File: config.mk
export PLATFORM = sky130hd
export DESIGN_NAME = mem_tester
export DESIGN_NICKNAME = d
export VERILOG_FILES = /design/src/logic/sys_pkg.sv /design/src/logic/mem_tester.sv
export SDC_FILE = /design/constraint.sdc
export NUM_CORES = 1
export LEC_CHECK = 0
export BUFFER_PORTS_ARGS = -buffer_cell sky130_fd_sc_hd__buf_2
export CORE_ASPECT_RATIO = 0.8
export CORE_UTILIZATION = 53
export DETAILED_ROUTE_END_ITERATION = 12
export PLACE_DENSITY_LB_ADDON = 0.05
export SLEW_MARGIN = 20
export SYNTH_ARGS = -nofsm -noshare
export SYNTH_HDL_FRONTEND = slang
export SYNTH_SLANG_ARGS = --single-unit
File: constraint.sdc
create_clock -name clk -period 2.3 [get_ports clk]
set_input_delay 0.46 -clock clk [delete_from_list [all_inputs] [get_ports clk]]
set_output_delay 0.46 -clock clk [all_outputs]
set_load 0.01 [all_outputs]
File: src/logic/sys_pkg.sv
package sys_pkg;

   // --------------------
   // Memory geometry
   // --------------------
   localparam int ADDR_W    = 10;
   localparam int DATA_W    = 32;
   localparam int MEM_WORDS = 2 ** ADDR_W;

   // Words tested per requester
   localparam int WIN_WORDS = 64;
   localparam int WIN_IDX_W = $clog2(WIN_WORDS);

   // --------------------
   // Bring-up timing
   // --------------------
   localparam int LOCK_CYCLES = 8;   // rst_n high to PLL locked
   localparam int CAL_CYCLES  = 32;  // locked to calibration done
   localparam int INIT_CNT_W  = $clog2(LOCK_CYCLES + CAL_CYCLES + 1);
   localparam int SYNC_STAGES = 2;   // Reset release flops

   // Requester windows and pattern seeds
   localparam logic [ADDR_W-1:0] TESTER_BASE = 10'd0;
   localparam logic [ADDR_W-1:0] SUT_BASE    = 10'd512;
   localparam logic [DATA_W-1:0] TESTER_SEED = 32'd1;
   localparam logic [DATA_W-1:0] SUT_SEED    = 32'd7;

   // --------------------
   // Port structs
   // --------------------
   typedef struct packed {
      logic              req;   // Level request, held until gnt
      logic              we;    // 1 write, 0 read
      logic [ADDR_W-1:0] addr;
      logic [DATA_W-1:0] wdata;
   } mem_req_t;

   typedef struct packed {
      logic              gnt;     // Access taken this cycle
      logic              rvalid;  // Read data, one cycle after gnt
      logic [DATA_W-1:0] rdata;
   } mem_rsp_t;

   typedef enum logic [2:0] {
      T_IDLE,
      T_WRITE,
      T_READ,
      T_WAIT,
      T_DONE
   } tester_state_t;

   typedef enum logic {
      OWN_0,
      OWN_1
   } arb_owner_t;

endpackage

File: src/logic/mem_tester.sv
`timescale 1ns/1ps

module mem_tester import sys_pkg::*; #(
   parameter logic [ADDR_W-1:0] BASE = '0,
   parameter logic [DATA_W-1:0] SEED = 32'd1  // Must be nonzero
) (
   input  logic     clk,
   input  logic     sys_rst_n,
   output mem_req_t req,
   input  mem_rsp_t rsp,
   output logic     trap,
   output logic     err
);

   tester_state_t         state;
   logic [WIN_IDX_W-1:0]  idx;      // Word offset inside the window
   logic [DATA_W-1:0]     pattern;  // Current xorshift value
   logic                  last_word;

   // xorshift32 step, shifts 13/17/5
   function automatic logic [DATA_W-1:0] xorshift32(input logic [DATA_W-1:0] x);
      logic [DATA_W-1:0] y;
      y = x ^ (x << 13);
      y = y ^ (y >> 17);
      y = y ^ (y << 5);
      return y;
   endfunction

   assign last_word = (idx == WIN_IDX_W'(WIN_WORDS - 1));

   // --------------------
   // Request drive
   // --------------------
   always_comb begin
      req       = '0;
      req.addr  = BASE + ADDR_W'(idx);
      req.wdata = pattern;
      unique case (state)
         T_WRITE: begin
            req.req = 1'b1;
            req.we  = 1'b1;
         end
         T_READ: begin
            req.req = 1'b1;  // we stays low
         end
         default: begin
            req.req = 1'b0;
         end
      endcase
   end

   // --------------------
   // Sequencer
   // --------------------
   always_ff @(posedge clk or negedge sys_rst_n) begin
      if (!sys_rst_n) begin
         state   <= T_IDLE;
         idx     <= '0;
         pattern <= SEED;
         err     <= 1'b0;
      end else begin
         unique case (state)
            T_IDLE: begin
               idx     <= '0;
               pattern <= SEED;
               state   <= T_WRITE;
            end

            T_WRITE: begin
               if (rsp.gnt) begin
                  if (last_word) begin
                     idx     <= '0;
                     pattern <= SEED;  // Replay sequence for read-back
                     state   <= T_READ;
                  end else begin
                     idx     <= idx + 1'b1;
                     pattern <= xorshift32(pattern);
                  end
               end
            end

            T_READ: begin
               if (rsp.gnt) begin
                  state <= T_WAIT;
               end
            end

            T_WAIT: begin
               if (rsp.rvalid) begin
                  if (rsp.rdata != pattern) begin
                     err <= 1'b1;  // Sticky until reset
                  end
                  pattern <= xorshift32(pattern);
                  if (last_word) begin
                     state <= T_DONE;
                  end else begin
                     idx   <= idx + 1'b1;
                     state <= T_READ;
                  end
               end
            end

            T_DONE: begin
               state <= T_DONE;
            end

            default: begin
               state <= T_IDLE;
            end
         endcase
      end
   end

   assign trap = (state == T_DONE);

endmodule

# Word level (Yosys, flattened, before mapping)
# Cells that the tools add are included.
# word_totals
reg_bits	42
in_bits	36
wordCells	43
# classes
n_addsub	1
eq_ne	11
mux	17
n_bitwise	3
reduce_logical	7
# ops
op	count
32-bit 2-to-1 mux	3
32-bit case mux with 3 select lines	1
32-bit XOR	2
32-bit != test	1
32-bit by 15-bit XOR with 32-bit output	1
6-bit 2-to-1 mux	4
6-bit case mux with 3 select lines	1
3-bit 2-to-1 mux	5
3-bit case mux with 5 select lines	1
2-bit != test, second input constant	5
4-bit AND reduction	2
6-bit by 1-bit adder with 6-bit output, second input constant	1
3-bit by 2-bit equality test with 1-bit output, second input constant	2
6-bit equality test, second input constant	1
3-bit AND reduction	2
3-bit by 1-bit equality test with 1-bit output, second input constant	1
3-bit equality test, second input constant	1
3-bit zero test	1
3-bit nonzero test	1
1-bit 2-to-1 mux	2
2-bit OR reduction	1

# Logic depth before layout (Yosys ltp)
# logic_depth
depth_word	6
mapped_depth	7
mapped_depth_nobuf	6

# Worst setup path before layout
# Ideal clock, no wire load.
# synth_path
path_kind	flip-flop to flip-flop
start	register idx[0]
end	register idx[5]
setup_ns	0.078
t_arrival_ns	1.623
required_ns	2.222
slack_ns	0.600
stages_incl_launch_ff	7
path_buffers	0
cell_sequence	dfrtp_1 ha_1 and4_1 nand4_2 nand3_2 or4_1 a21boi_1
# synth_via
elab_chain_cells	4
# synth_rtl
item	line_no	source
start, declared	mem_tester.sv:16	logic [WIN_IDX_W-1:0] idx;
start signal, assigned	mem_tester.sv:76	idx <= idx + 1'b1;
start signal, assigned	mem_tester.sv:97	idx <= idx + 1'b1;
6-bit by 1-bit adder with 6-bit output or 6-bit equality test (tied branches)	mem_tester.sv:76, mem_tester.sv:97, mem_tester.sv:29	
6-bit 2-to-1 mux (on tied branches)	mem_tester.sv:94, mem_tester.sv:71	
6-bit 2-to-1 mux (on tied branches)	mem_tester.sv:89, mem_tester.sv:70	
6-bit case mux with 3 select lines	mem_tester.sv:62	unique case (state)
# Several ways; a longest one is shown, not always the timed one. The select of a mux whose other input is x is not followed.
# A chain may end at the register's enable or synchronous reset.

# Worst setup path in the final report
# layout_path
start	register state[1]
end	register pattern[9]
# layout_via
elab_chain_cells	3
# layout_rtl
item	line_no	source
start, declared	mem_tester.sv:15	tester_state_t state;
start signal, assigned	mem_tester.sv:57	state <= T_IDLE;
start signal, assigned	mem_tester.sv:66	state <= T_WRITE;
start signal, assigned	mem_tester.sv:74	state <= T_READ;
3-bit by 1-bit equality test with 1-bit output (tied with other cells)	mem_tester.sv:62	
2-bit != test (no line) or 3-bit nonzero test (tied branches)	n/a	
3-bit AND reduction (no line)	n/a	
end signal, assigned	mem_tester.sv:77	pattern <= xorshift32(pattern);
end signal, assigned	mem_tester.sv:93	pattern <= xorshift32(pattern);
end, declared	mem_tester.sv:17	logic [DATA_W-1:0] pattern;
# Several ways; a longest one is shown, not always the timed one.

==> impl_metrics.toml <==
[pwr]
power_density_nw_per_um2 = 1880
p_leak_nw = 1.58
max-vdd-ir-drop_mv = 0.994
total_power_mw = 6.76

[yosys]
ys_types = 50
netlist_area_um2 = 3050
avgSynthCellArea_um2 = 9.48
synth.ff_latch_count = 42
yosys-top-cells-area = "dfrtp_1 34%, xnor2_1 20%, xnor2_2 7.5%"
yosys_warnings = 0
ys_seq_area_share_pct = 34.5
synth_cells = 322
yosysTopAreaCell = "dfrtp_1"
yosysTopAreaCellShare_pct = 33.6

[sta]
skew_ns = 0.00477
tightest_slew_ns = 0.547
setup_tns_ns = 0
maxSlewViolCount = 0
setup_slack_ns = 0.438
hold_ws_ns = 0.214
setup_viol = 0
layout_worst_path_cycle_share_pct = 81.0
max_freq_ghz = 0.537
slew_headroom_pct = 63.5
fin_crit_ns = 1.86
rsz0062_at_grt = "no"
hold_viol_final = 0

[outcome]
run_status = "completed"

[critical_path]
end_kind = "flop"
worstPathMaxFanout = 28
start_kind = "flop"
critPathKind = "flop to flop"
r2r-end = "pattern[9]"
rr_startpoint = "state[1]"
reg2reg_slack_ns = 0.44
cp.arrival_ns = 2.05
rr_worst_depth = 6
critPathRequiredTime_ns = 2.49

[cells_and_area]
finalNonFillerCells = 474
design_area_um2 = 3590
area_growth_pct = 17.6
layout_common_cells = "77 x buf_2, 68 x xnor2_1, 41 x dfrtp_1"
antenna_cells = 0
fill_cells = 468
fin_util_pct = 65.3
nets = 432
final_common_cell = "buf_2"
layout-drive-gt1-share_pct = 31.1

[detailed_routing]
drt-total-wl_mm = 7.58
drt_iter0_drc = 144
first_pass_iters = 4
route.detailed.drc = 0
ant_nets = 0
routedWlPerCell_um = 16.0
via_per_inst = 5.36
vias = 2541

[clock_tree]
tritoncts = "done"
cts_setup_buffers = 0
cts_root_buf = "clkbuf_8"
clock_sinks = 42
htree_levels = 2
holdBufCountCts = 0
cts_buffers = 5
clockBufferDepth = 2
cts.reportedPaths.clkPinSlew_ns = 0.08
cts_resized = 0
clkLatencyLatePin_ns = 0.30

[floorplan]
rows = 24
core_um2 = 5500
boundaryPins = 82
die_h_um = 69.9
die_w_um = 86.8
die_area_um2 = 6070
initial_core_util_pct = 55.5

[global_routing]
grt_usage_pct = 27.1
grt_max_degree = 43
gr-total-overflow = 0
grt_pass1_wl_mm = 12.4
grt_pass1_vias = 2400
antenna_found_initial = 0

[place]
postPlaceCellArea_um2 = 3490
dp.cells = 466
dpl.hpwl_mm = 5.67
dp_slack_ns = 0.469
port_buffers = 77
place.gp.congestion = 0.828

[run]
drv_cap = 0

[min_path]
hold_class = "input port to asynchronous set/reset pin"
-- per-layer routing --
metal  routed length, um  track usage (%)  vias to the layer above
li1                    -                -                     1236
met1                3600             39.7                     1215
met2                3490             42.0                       80
met3                 405             4.02                       10
met4                  91             7.04                        0
met5                   0                0                        -
-- worst max-delay path by stage --
stage                        start         end  slack (ns)  cells after the start
after floorplan             idx[0]      idx[5]        0.60                      6
after global placement      idx[0]      idx[5]        0.55                      6
after detailed placement   rsp[32]  pattern[9]        0.47                      7
after CTS                 state[1]  pattern[9]        0.46                      6
after global routing      state[1]  pattern[9]        0.25                      6
final                     state[1]  pattern[9]        0.44                      6
-- cell families after synthesis --
kind of cell,share of synthesized area [%]
compound gates,14.3
mux,0.369
buf+inv,5.37
other cells,0.123
fa+ha+maj,0.410
simple gates,15.4
xor+xnor,29.6
flops,34.5
-- worst max-delay path: stages, from the launching register on --
cell,delay (ns)
dfrtp_1,0.47
buf_4,0.20
o21ai_4,0.18
and2_1,0.26
nand2_2,0.06
buf_4,0.24
o311ai_1,0.33
-- registers in the layout (all words and copies together), names as in the netlist --
signal,cells
err,1
idx,6
pattern,32
state,3
-- area by class of cell --
type / count / area, um2 / share of cell area, %
Tap cell: 78 / 97.6 / 2.72
Inverter: 2 / 7.51 / 0.209
Clock inverter: 2 / 12.5 / 0.349
Multi-Input combinational cell: 253 / 1850 / 51.4
Sequential cell: 42 / 1050 / 29.3
Timing Repair Buffer: 91 / 490 / 13.7
Clock buffer: 6 / 82.6 / 2.30
-- power by group --
group / total, mW / switching, mW / internal, mW
clock network: 0.511 / 0.270 / 0.242
registers: 1.74 / 0.627 / 1.11
logic: 4.51 / 2.25 / 2.26
-- cell usage after synthesis (all sizes together) --
library cell / count
xnor2: 82
dfrtp: 41
o21ai: 36
nand2: 25
buf: 23
nor2: 18
nand2b: 13
nand3: 11
nand4: 10
xor2: 9
clkbuf: 5
o311ai: 5
a21oi: 3
a31oi: 3
nor2b: 3
o211a: 3
o31ai: 3
a211oi: 2
a21boi: 2
a22o: 2
nor4: 2
o22a: 2
o2bb2ai: 2
a31o: 1
a41o: 1
and2: 1
and2b: 1
and3: 1
and4: 1
clkinv: 1
conb: 1
dfstp: 1
ha: 1
inv: 1
mux2: 1
nor3: 1
nor3b: 1
o41ai: 1
or3: 1
or4: 1
Note: power is estimated with default switching activity, not from simulation.
