==> config.mk <==
export PLATFORM = sky130hd
export DESIGN_NAME = mem_interconnect
export DESIGN_NICKNAME = d
export VERILOG_FILES = /design/src/logic/sys_pkg.sv /design/src/logic/mem_interconnect.sv
export SDC_FILE = /design/constraint.sdc
export NUM_CORES = 1
export LEC_CHECK = 0
export BUFFER_PORTS_ARGS = -buffer_cell sky130_fd_sc_hd__buf_2
export CORE_AREA = 3 3 91 93
export DETAILED_ROUTE_END_ITERATION = 10
export DIE_AREA = 0 0 94 96
export GPL_ROUTABILITY_DRIVEN = 0
export HOLD_SLACK_MARGIN = 0.02
export PLACE_DENSITY_LB_ADDON = 0.25
export SYNTH_ARGS = -nofsm -noshare
export SYNTH_HDL_FRONTEND = slang
export SYNTH_SLANG_ARGS = --single-unit
==> constraint.sdc <==
create_clock -name clk -period 1 [get_ports clk]
set_input_delay 0 -clock clk [delete_from_list [all_inputs] [get_ports clk]]
set_output_delay 0 -clock clk [all_outputs]
set_load 0.03 [all_outputs]
==> src/logic/sys_pkg.sv <==
package sys_pkg;

   // --------------------
   // Memory geometry
   // --------------------
   localparam int ADDR_W    = 10;
   localparam int DATA_W    = 32;
   localparam int MEM_WORDS = 2 ** ADDR_W;

   // Words tested per requester
   localparam int WIN_WORDS = 64;
   localparam int WIN_IDX_W = $clog2(WIN_WORDS);

   // --------------------
   // Bring-up timing
   // --------------------
   localparam int LOCK_CYCLES = 8;   // rst_n high to PLL locked
   localparam int CAL_CYCLES  = 32;  // locked to calibration done
   localparam int INIT_CNT_W  = $clog2(LOCK_CYCLES + CAL_CYCLES + 1);
   localparam int SYNC_STAGES = 2;   // Reset release flops

   // Requester windows and pattern seeds
   localparam logic [ADDR_W-1:0] TESTER_BASE = 10'd0;
   localparam logic [ADDR_W-1:0] SUT_BASE    = 10'd512;
   localparam logic [DATA_W-1:0] TESTER_SEED = 32'd1;
   localparam logic [DATA_W-1:0] SUT_SEED    = 32'd7;

   // --------------------
   // Port structs
   // --------------------
   typedef struct packed {
      logic              req;   // Level request, held until gnt
      logic              we;    // 1 write, 0 read
      logic [ADDR_W-1:0] addr;
      logic [DATA_W-1:0] wdata;
   } mem_req_t;

   typedef struct packed {
      logic              gnt;     // Access taken this cycle
      logic              rvalid;  // Read data, one cycle after gnt
      logic [DATA_W-1:0] rdata;
   } mem_rsp_t;

   typedef enum logic [2:0] {
      T_IDLE,
      T_WRITE,
      T_READ,
      T_WAIT,
      T_DONE
   } tester_state_t;

   typedef enum logic {
      OWN_0,
      OWN_1
   } arb_owner_t;

endpackage

==> src/logic/mem_interconnect.sv <==
`timescale 1ns/1ps

module mem_interconnect import sys_pkg::*; (
   input  logic              clk,
   input  logic              sys_rst_n,
   input  mem_req_t          req0,
   input  mem_req_t          req1,
   output mem_rsp_t          rsp0,
   output mem_rsp_t          rsp1,
   output mem_req_t          mem_req,
   input  logic              mem_rvalid,
   input  logic [DATA_W-1:0] mem_rdata
);

   arb_owner_t last_owner;  // Port that won most recently
   arb_owner_t rd_tag;      // Port owning the read in flight
   logic       sel1;

   // --------------------
   // Round-robin pick
   // --------------------
   // Port 1 wins alone, or on contention when port 0 went last
   assign sel1 = req1.req && (!req0.req || (last_owner == OWN_0));

   assign mem_req = sel1 ? req1 : req0;  // Idle port 0 carries req low

   always_ff @(posedge clk or negedge sys_rst_n) begin
      if (!sys_rst_n) begin
         last_owner <= OWN_1;  // Port 0 first on a tie
         rd_tag     <= OWN_0;
      end else begin
         if (mem_req.req) begin
            last_owner <= sel1 ? OWN_1 : OWN_0;
         end
         if (mem_req.req && !mem_req.we) begin
            rd_tag <= sel1 ? OWN_1 : OWN_0;
         end
      end
   end

   // --------------------
   // Response routing
   // --------------------
   always_comb begin
      rsp0.gnt    = req0.req && !sel1;
      rsp0.rvalid = mem_rvalid && (rd_tag == OWN_0);
      rsp0.rdata  = mem_rdata;
      rsp1.gnt    = sel1;
      rsp1.rvalid = mem_rvalid && (rd_tag == OWN_1);
      rsp1.rdata  = mem_rdata;
   end

endmodule

; Word-level counts from Yosys, hierarchy flattened
; Cells that the tools add are included.
[classes]
n_mux = 2
bitwise = 2
reduce_logical = 9
[ops]
columns = cell, n
row1 = $mux W44, 1
row2 = $logic_and A1 B1 Y1, 5
row3 = $logic_not A1 Y1, 3
row4 = $not A1 Y1, 2
row5 = $logic_or A1 B1 Y1, 1
row6 = $mux W1, 1
[word_totals]
ff_bits = 2
input_bits = 123
output_inout_bits = 112

; Longest topological paths before layout
; Gate-level depths: netlist of run 1.
[depth]
word_depth = 6
ltp_mapped = 3
mapped_depth_nobuf = 3

; Worst setup path after synthesis of run 1
; Ideal clock, no wire load.
[synth_path]
kind = register to output
startpoint = reg last_owner
endpoint = out mem_req[14] (netlist name)
arrival_ns = 1.254
path_slack_ns = -0.254
stages_incl_launch_ff = 4
cell_sequence = dfstp_2 -> a21boi_4 -> buf_4 -> mux2_2
[synth_rtl]
columns = element, line
row1 = "start, declared", mem_interconnect.sv:15  ; arb_owner_t last_owner;
row2 = "start signal, assigned", mem_interconnect.sv:33  ; last_owner <= sel1 ? OWN_1 : OWN_0;
row3 = "end, declared", mem_interconnect.sv:10  ; output mem_req_t mem_req,

==> flow_metrics.env, run 1 <==
export IMPL_clkLatencyLatePin_ns=0.21
export IMPL_muxShareOfSynthArea_pct=42.3
export IMPL_dieHeight_um=96
export IMPL_grt_pass1_vias=1184
export IMPL_p_sw_uw=1110
export IMPL_clk_pin_slew_ns=0.03
export IMPL_dp_hpwl_um=3060
export IMPL_crit_required_ns=1.00
export IMPL_wl_met1_um=1320
export IMPL_synth_compound_area_share_pct=3.72
export IMPL_cap_violations=0
export IMPL_dieArea_mm2=0.00902
export IMPL_fin_area_mm2=0.00245
export IMPL_p_seq_share_pct=4.7
export IMPL_synth_top_family_by_area="buffers and inverters"
export IMPL_clock_fmax_ghz=0.641
export IMPL_grt_max_degree=26
export IMPL_hold_class="input port to asynchronous set/reset pin"
export IMPL_power_uw=2420
export IMPL_routed_top_layer="met3"
export IMPL_drt_iter0_markers=17
export IMPL_period_needed_ns=1.56
export IMPL_p_leak_uw=0.00130
export IMPL_path_class="register to output port"
export IMPL_pre_cts_ws_ns=-0.346
export IMPL_numCtsBuffers=3
export IMPL_final_util_pct=32.2
export IMPL_worstMarginPinSlew_ns=0.632
export IMPL_grt_antenna_before_repair=0
export IMPL_drt_antenna_violating_nets=0
export IMPL_routed_via_density=3.63
export IMPL_layout_nets=370
export IMPL_outcome="finished with violations"
export IMPL_io_pins=235
export IMPL_syn_to_final_growth_pct=114
export IMPL_slew_violations=0
export IMPL_core_mm2=0.00761
export IMPL_failed_checks="setup timing"
export IMPL_synth_fa_ha_area_share_pct=0
export IMPL_setup_viol=45
export IMPL_die_w_um=94
export IMPL_io_buffers=138
export IMPL_hold_viol=0
export IMPL_placedCellCount=303
export IMPL_dpl_cell_area_mm2=0.00165
export IMPL_drc=0
export IMPL_p_per_area_mw_per_mm2=989
export IMPL_clkSinkCount=2
export IMPL_final_cell_count_no_fill=348
export IMPL_wl_met2_um=2580
export IMPL_p_clk_share_pct=13.9
export IMPL_setup_ws_ns=-0.559
export IMPL_rsz0062_at_grt="true"
export IMPL_syn_nets=250
export IMPL_slew_limit_headroom_pct=57.7
export IMPL_wl_per_cell_um=12.8
export IMPL_synth_warning_count=0
export IMPL_post_route_period_util_pct=156
export IMPL_synthSimpleGateAreaFrac_pct=2.84
export IMPL_synthCells=127
export IMPL_dr_pass1_iters=2
export IMPL_synth_area_mm2=0.00114
export IMPL_n_antenna_cell=0
export IMPL_ir_drop_uv=214
export IMPL_grt_pass1_wl_um=5220
export IMPL_synth_cell_type_count=15
export IMPL_synth_avg_cell_area_um2=9.00
export IMPL_cts_root_buffer="clkbuf_8"
export IMPL_crit_path_start_kind="register"
export IMPL_ys_ff_latch=2
export IMPL_synth_xor_area_share_pct=0
export IMPL_routed_wirelength_um=4460
export IMPL_final_layout_size_suffix_gt1_share_pct=81.7
export IMPL_dr_wl_met3_um=569
export IMPL_setup_worst_path_end_class="output port"
export IMPL_crit_arrival_ns=1.56
export IMPL_p_int_uw=1310
export IMPL_pwr_share_comb_pct=81.4
export IMPL_vias=1263
export IMPL_clockBufferDepth=2
export IMPL_start_util_pct=15.0
export IMPL_fin_skew_ns=0.00532
export IMPL_swShare_pct=46.0
export IMPL_overflow=0
export IMPL_yosysSeqAreaShare_pct=4.49
export IMPL_path_max_fanout=10
export IMPL_rows=32
export IMPL_track_usage_pct=7.25
export IMPL_cts_tree="yes"
export IMPL_cts_max_level=1
worst paths after layout:
| path | start | end | slack [ns] | cells past startpoint |
|---|---|---|---|---|
| max in group asynchronous | sys_rst_n | last_owner$_DFFE_PN1P_ | 0.70 | 2 |
| worst max-delay path | last_owner$_DFFE_PN1P_ | mem_req[6] | -0.56 | 5 |
| min in group clk | req0[43] | rd_tag$_DFFE_PN0P_ | 0.13 | 3 |
| worst min-delay path | sys_rst_n | rd_tag$_DFFE_PN0P_ | 0.10 | 2 |
| worst min register to register | rd_tag$_DFFE_PN0P_ | rd_tag$_DFFE_PN0P_ | 0.60 | 2 |
| worst max register to register | last_owner$_DFFE_PN1P_ | last_owner$_DFFE_PN1P_ | 0.04 | 3 |
logic make-up after synthesis:
kind of cell / Yosys count
multiplexers: 43
buffers and inverters: 71
flip-flops: 2
AO/OA/AOI/OAI: 5
AND/OR/NAND/NOR: 6
metal layers:
metal,track usage (%),up-vias
li1,-,597
met1,6.30,560
met2,15.6,106
met3,2.27,0
met4,1.93,0
met5,0,-
flip-flops by register name, summed over array words and instances (netlist names):
name and count:
rd_tag 1, last_owner 1
cell usage after synthesis:
cell type	n	area [um2]
buf_6	2	22.5
a21oi_1	2	10.0
o21ai_0	1	5.00
o2bb2ai_1	1	8.76
dfrtp_1	1	25.0
and2_1	2	12.5
mux2_1	2	22.5
a21boi_4	1	18.8
nand2_1	2	7.51
dfstp_2	1	26.3
or2_2	1	6.26
buf_4	67	503
inv_1	2	7.51
nor2b_1	1	6.26
mux2_2	41	462
power by group through the flow:
stage	clock, uW	sequential [uW]	combinational [uW]
after floorplan	0	112	1310
after global placement	0	114	1210
after detailed placement	0	115	1210
after CTS	352	114	1870
after global routing	362	116	2070
final	337	114	1970
repair_timing:
action / 4_1_cts / 5_1_grt
gates cloned: 0 / 5
buffers inserted: 0 / 3
hold buffers: 33 / 0
endpoints found under the hold margin: 66 / 0
setup endpoints to repair: 45 / 46
pin swaps: 0 / 1
resized for setup: 91 / 8
cell type report:
cell class / count / area (um2)
clock buffer: 4 / 45.0
fill: 766 / 5160
inverter: 2 / 7.51
multi-input combinational: 54 / 719
sequential: 2 / 51.3
tap: 102 / 128
timing repair buffer: 184 / 1500
worst max-delay path, cell delays in order, from the launching register on:
cell and delay [ns]:
dfstp_2 0.54, a21boi_4 0.07, buf_6 0.14, buf_12 0.15
mux2_4 0.30, buf_6 0.14
stage by stage:
step                      hold WS, ns  TNS, ns
after floorplan                -0.296    -7.67
after CTS                       0.103   -21.50
after global placement         -0.212   -12.35
after global routing            0.114   -25.57
final                           0.103   -23.96
after detailed placement       -0.206   -12.64
cells in the final DEF (no fill, tap or decap):
cell           Yosys  routed
inv_1              2       2
a21boi_4           1       1
mux2_2            41       1
and2_1             2       1
clkbuf_1           0       1
clkbuf_8           0       3
dfstp_2            1       1
dlygate4sd3_1      0      33
clkbuf_16          0       3
a21oi_1            2       2
buf_12             0       2
buf_8              0       1
buf_6              2      49
nand2_1            2       2
buf_4             67       3
o21ai_0            1       1
mux2_4             0      42
nor2b_1            1       1
and2_4             0       1
buf_2              0      93
or2_2              1       1
dfrtp_1            1       1
o2bb2ai_1          1       1
(Power assumes the default switching activity.)
==> inputs of run 2 (changes only) <==
==> constraint.sdc (replaced) <==
create_clock -name clk -period 1 [get_ports clk]
set_input_delay 0 -clock clk [delete_from_list [all_inputs] [get_ports clk]]
set_output_delay 0 -clock clk [all_outputs]
set_load 0.005 [all_outputs]
==> flow_metrics.env, run 2 (synthesis gave the netlist of run 1 again) <==
export IMPL_outcome="finished with violations"
export IMPL_failed_checks="setup timing"
export IMPL_cap_violations=0
export IMPL_final_layout_size_suffix_gt1_share_pct=80.9
export IMPL_p_per_area_mw_per_mm2=729
export IMPL_grt_max_degree=24
export IMPL_slew_violations=0
export IMPL_path_max_fanout=23
export IMPL_grt_antenna_before_repair=0
export IMPL_cts_tree="yes"
export IMPL_drc=0
export IMPL_hold_viol=0
export IMPL_ir_drop_uv=962
export IMPL_p_leak_uw=0.00117
export IMPL_routed_via_density=3.67
export IMPL_grt_pass1_wl_um=5220
export IMPL_layout_nets=360
export IMPL_worstMarginPinSlew_ns=0.193
export IMPL_numCtsBuffers=3
export IMPL_layout_common_cells="buf_2 (104), mux2_4 (34), buf_6 (34)"
export IMPL_syn_to_final_growth_pct=92.6
export IMPL_rsz0062_at_grt="true"
export IMPL_clkLatencyLatePin_ns=0.21
export IMPL_start_util_pct=15.0
export IMPL_crit_path_start_kind="register"
export IMPL_p_int_uw=1140
export IMPL_dieArea_mm2=0.00902
export IMPL_pwr_share_comb_pct=71.5
export IMPL_holdWs_ns=0.0601
export IMPL_clockBufferDepth=2
export IMPL_hold_class="input port to register"
export IMPL_setup_viol=45
export IMPL_dr_pass1_iters=4
export IMPL_cts_root_buffer="clkbuf_8"
export IMPL_dp_hpwl_um=3130
export IMPL_period_needed_ns=1.49
export IMPL_final_util_pct=28.9
export IMPL_setup_worst_path_end_class="output port"
export IMPL_setup_ws_ns=-0.494
export IMPL_post_cts_buffers=0
export IMPL_p_sw_uw=465
export IMPL_slew_limit_headroom_pct=87.1
export IMPL_wl_per_cell_um=12.0
export IMPL_dieHeight_um=96
export IMPL_routed_wirelength_um=4060
export IMPL_largest_registers="last_owner (1), rd_tag (1)"
export IMPL_swShare_pct=28.9
export IMPL_layout_commonest_cell="buf_2"
export IMPL_p_clk_share_pct=21.4
export IMPL_crit_required_ns=1.00
export IMPL_overflow=0
export IMPL_vias=1240
export IMPL_crit_arrival_ns=1.49
export IMPL_drt_antenna_violating_nets=0
export IMPL_die_w_um=94
export IMPL_post_route_period_util_pct=149
export IMPL_cts_max_level=1
export IMPL_grt_pass1_vias=1116
export IMPL_clock_fmax_ghz=0.670
export IMPL_io_pins=235
export IMPL_drt_iter0_markers=7
export IMPL_placedCellCount=301
export IMPL_final_cell_count_no_fill=338
export IMPL_rows=32
export IMPL_core_mm2=0.00761
export IMPL_power_uw=1610
export IMPL_fin_skew_ns=0.00323
export IMPL_io_buffers=138
export IMPL_p_seq_share_pct=7.1
export IMPL_path_class="register to output port"
export IMPL_track_usage_pct=7.11
export IMPL_n_antenna_cell=0
export IMPL_clk_pin_slew_ns=0.03
export IMPL_clkSinkCount=2
-- run 2: cell count changes in the layout (fill, tap and decap cells not counted) --
cell / before / now
clkbuf_16: 3 / 0
mux2_2: 1 / 9
buf_8: 1 / 0
mux2_4: 42 / 34
buf_4: 3 / 1
buf_2: 93 / 104
buf_6: 49 / 34
-- run 2: cell type report --
cell class / count / area, um2
clock buffer: 4 / 45.0
fill: 802 / 5410
inverter: 2 / 7.51
multi-input combinational: 54 / 689
tap: 102 / 128
sequential: 2 / 51.3
timing repair buffer: 174 / 1280
-- run 2: what timing repair did --
item | CTS | global route
gates resized for setup | 35 | 4
endpoints found under the hold margin | 66 | 0
endpoints found under the setup margin | 45 | 45
hold buffers | 33 | 0
-- run 2: final timing paths --
check | depth (start not counted) | from | slack, ns | to
max in group asynchronous | 2 | sys_rst_n | 0.70 | last_owner$_DFFE_PN1P_
worst min-delay path | 2 | req0[43] | 0.06 | rd_tag$_DFFE_PN0P_
worst max register to register | 3 | last_owner$_DFFE_PN1P_ | 0.05 | rd_tag$_DFFE_PN0P_
worst max-delay path | 4 | last_owner$_DFFE_PN1P_ | -0.49 | mem_req[3]
worst min register to register | 2 | rd_tag$_DFFE_PN0P_ | 0.59 | rd_tag$_DFFE_PN0P_
min in group asynchronous | 2 | sys_rst_n | 0.11 | rd_tag$_DFFE_PN0P_
-- run 2: critical path, cell delays in order (launching register included) --
cell	delay [ns]
dfstp_2	0.37
a21boi_4	0.20
buf_12	0.23
mux2_2	0.35
buf_2	0.12
-- run 2: through the flow --
step	worst slack [ns]	setup TNS, ns	cell area (um2)
2_1_floorplan	-0.139	-5.43	1260
3_3_place_gp	-0.268	-9.98	1600
3_5_place_dp	-0.289	-10.60	1600
4_1_cts	-0.508	-20.60	2180
5_1_grt	-0.528	-21.65	2200
6_report	-0.494	-19.67	2200
-- run 2: power by group through the flow --
stage | logic, uW | registers (uW) | clock network [uW]
after global routing | 1250 | 115 | 375
after floorplan | 638 | 112 | 0
final | 1150 | 114 | 344
after global placement | 819 | 114 | 0
after CTS | 1150 | 114 | 355
after detailed placement | 827 | 115 | 0
-- run 2: metal layers --
| layer | global-route usage, % | part of all wire (%) | up-vias |
|---|---|---|---|
| li1 | - | - | 578 |
| met1 | 6.99 | 30 | 550 |
| met2 | 14.8 | 55 | 112 |
| met3 | 2.11 | 15 | 0 |
| met4 | 0.842 | 0 | 0 |
| met5 | 0 | 0 | - |
==> inputs of run 3 (changes only) <==
==> constraint.sdc (replaced) <==
create_clock -name clk -period 1.26 [get_ports clk]
set_input_delay 0 -clock clk [delete_from_list [all_inputs] [get_ports clk]]
set_output_delay 0 -clock clk [all_outputs]
set_load 0.005 [all_outputs]
==> flow_metrics.env, run 3 (synthesis gave the netlist of run 1 again) <==
export IMPL_clk_pin_slew_ns=0.03
export IMPL_cts_root_buffer="clkbuf_8"
export IMPL_p_sw_uw=342
export IMPL_rsz0062_at_grt="true"
export IMPL_dp_hpwl_um=3090
export IMPL_dieArea_mm2=0.00902
export IMPL_layout_nets=360
export IMPL_crit_arrival_ns=1.50
export IMPL_start_util_pct=15.0
export IMPL_setup_viol=43
export IMPL_syn_to_final_growth_pct=73.1
export IMPL_clockBufferDepth=2
export IMPL_crit_slowest_cell="dfstp_2"
export IMPL_path_buf_inv=2
export IMPL_dr_pass1_iters=3
export IMPL_grt_max_degree=25
export IMPL_cts_max_level=1
export IMPL_clkSinkCount=2
export IMPL_crit_path_start_kind="register"
export IMPL_critical_path_cell_chain="a21boi_4 -> buf_12 -> mux2_2 -> buf_2"
export IMPL_period_needed_ns=1.50
export IMPL_p_seq_share_pct=7.9
export IMPL_setup_ws_ns=-0.235
export IMPL_layout_commonest_cell="buf_2"
export IMPL_rows=32
export IMPL_final_layout_size_suffix_gt1_share_pct=79.7
export IMPL_p_int_uw=788
export IMPL_grt_pass1_vias=1171
export IMPL_path_class="register to output port"
export IMPL_p_per_area_mw_per_mm2=571
export IMPL_io_pins=235
export IMPL_largest_registers="last_owner (1), rd_tag (1)"
export IMPL_failed_checks="setup timing"
export IMPL_die_w_um=94
export IMPL_slew_violations=0
export IMPL_p_clk_share_pct=24.8
export IMPL_fin_skew_ns=0.000154
export IMPL_path_max_fanout=24
export IMPL_grt_pass1_wl_um=5240
export IMPL_swShare_pct=30.3
export IMPL_cpPeakStageDelay_ns=0.37
export IMPL_cap_violations=0
export IMPL_pwr_share_comb_pct=67.3
export IMPL_power_uw=1130
export IMPL_dieHeight_um=96
export IMPL_cts_tree="yes"
export IMPL_crit_required_ns=1.26
export IMPL_p_leak_uw=0.00103
export IMPL_setup_worst_path_end_class="output port"
export IMPL_fin_setup_tns_ns=-9.10
export IMPL_drt_iter0_markers=6
export IMPL_core_mm2=0.00761
export IMPL_clkLatencyLatePin_ns=0.22
export IMPL_outcome="finished with violations"
export IMPL_track_usage_pct=7.48
export IMPL_post_cts_buffers=0
export IMPL_layout_common_cells="buf_2 (126), dlygate4sd3_1 (33), mux2_2 (29)"
export IMPL_numCtsBuffers=3
export IMPL_slew_limit_headroom_pct=87.3
export IMPL_drt_antenna_violating_nets=0
export IMPL_wl_per_cell_um=12.1
export IMPL_hold_class="input port to register"
export IMPL_overflow=0
export IMPL_drc=0
export IMPL_n_antenna_cell=0
export IMPL_routed_via_density=3.65
export IMPL_hold_viol=0
export IMPL_crit_family="flip-flops"
export IMPL_io_buffers=138
export IMPL_worstMarginPinSlew_ns=0.190
export IMPL_grt_antenna_before_repair=0
export IMPL_ir_drop_uv=175
export IMPL_post_route_period_util_pct=119
export IMPL_clock_fmax_ghz=0.669
export IMPL_vias=1233
export IMPL_routed_wirelength_um=4100
run 3: cell counts in the layout (fill, tap and decap cells not counted):
Identical to the previous run, type by type.
run 3: repair_timing:
item	CTS	global route
endpoints found under the setup margin	43	44
cloned	0	0
pin swaps	0	1
gates resized for setup	10	14
endpoints found under the hold margin	66	0
hold buffers	33	0
run 3: power by group through the flow:
stage	clock network (uW)	logic (uW)	registers, uW
CTS	289	726	89.4
floorplan	0	433	89.2
global placement	0	566	89.9
detailed placement	0	571	90.5
global route	297	837	90.5
finish	280	761	89.3
run 3: metrics by stage:
stage / std cells / cell area (um2) / utilization [%] / hold WS [ns] / setup slack, ns
final: 338 / 1980 / 26.0 / 0.0441 / -0.235
after global placement: 301 / 1480 / 19.5 / -0.208 / -0.00558
after CTS: 338 / 1910 / 25.1 / 0.0423 / -0.258
after detailed placement: 301 / 1480 / 19.5 / -0.204 / -0.0248
after global routing: 338 / 1980 / 26.0 / 0.0800 / -0.293
after floorplan: 127 / 1140 / - / -0.296 / 0.0844
run 3: area by class of cell:
class                   instances  area [um2]
flip-flops and latches          2        51.3
inverters                       2        7.51
repair buffers                174        1140
clock buffers                   4        45.0
well taps                     102         128
fillers                       840        5630
multi-input cells              54         604
run 3: path summary, 6_finish.rpt:
path	startpoint	slack, ns	endpoint	cells after the start
setup / recovery	last_owner$_DFFE_PN1P_	-0.24	mem_req[2]	4
hold / removal	req0[43]	0.04	last_owner$_DFFE_PN1P_	2
setup reg to reg	last_owner$_DFFE_PN1P_	0.30	rd_tag$_DFFE_PN0P_	3
hold reg to reg	rd_tag$_DFFE_PN0P_	0.59	rd_tag$_DFFE_PN0P_	2
max in group asynchronous	sys_rst_n	0.95	last_owner$_DFFE_PN1P_	2
min in group asynchronous	sys_rst_n	0.11	rd_tag$_DFFE_PN0P_	2
run 3: routing by layer:
metal,GRT usage (%),share of wire [%],up-vias
met5,0,0,-
met4,3.73,1.8,0
li1,-,-,579
met3,1.02,11,8
met2,15.9,59,105
met1,6.73,28,541
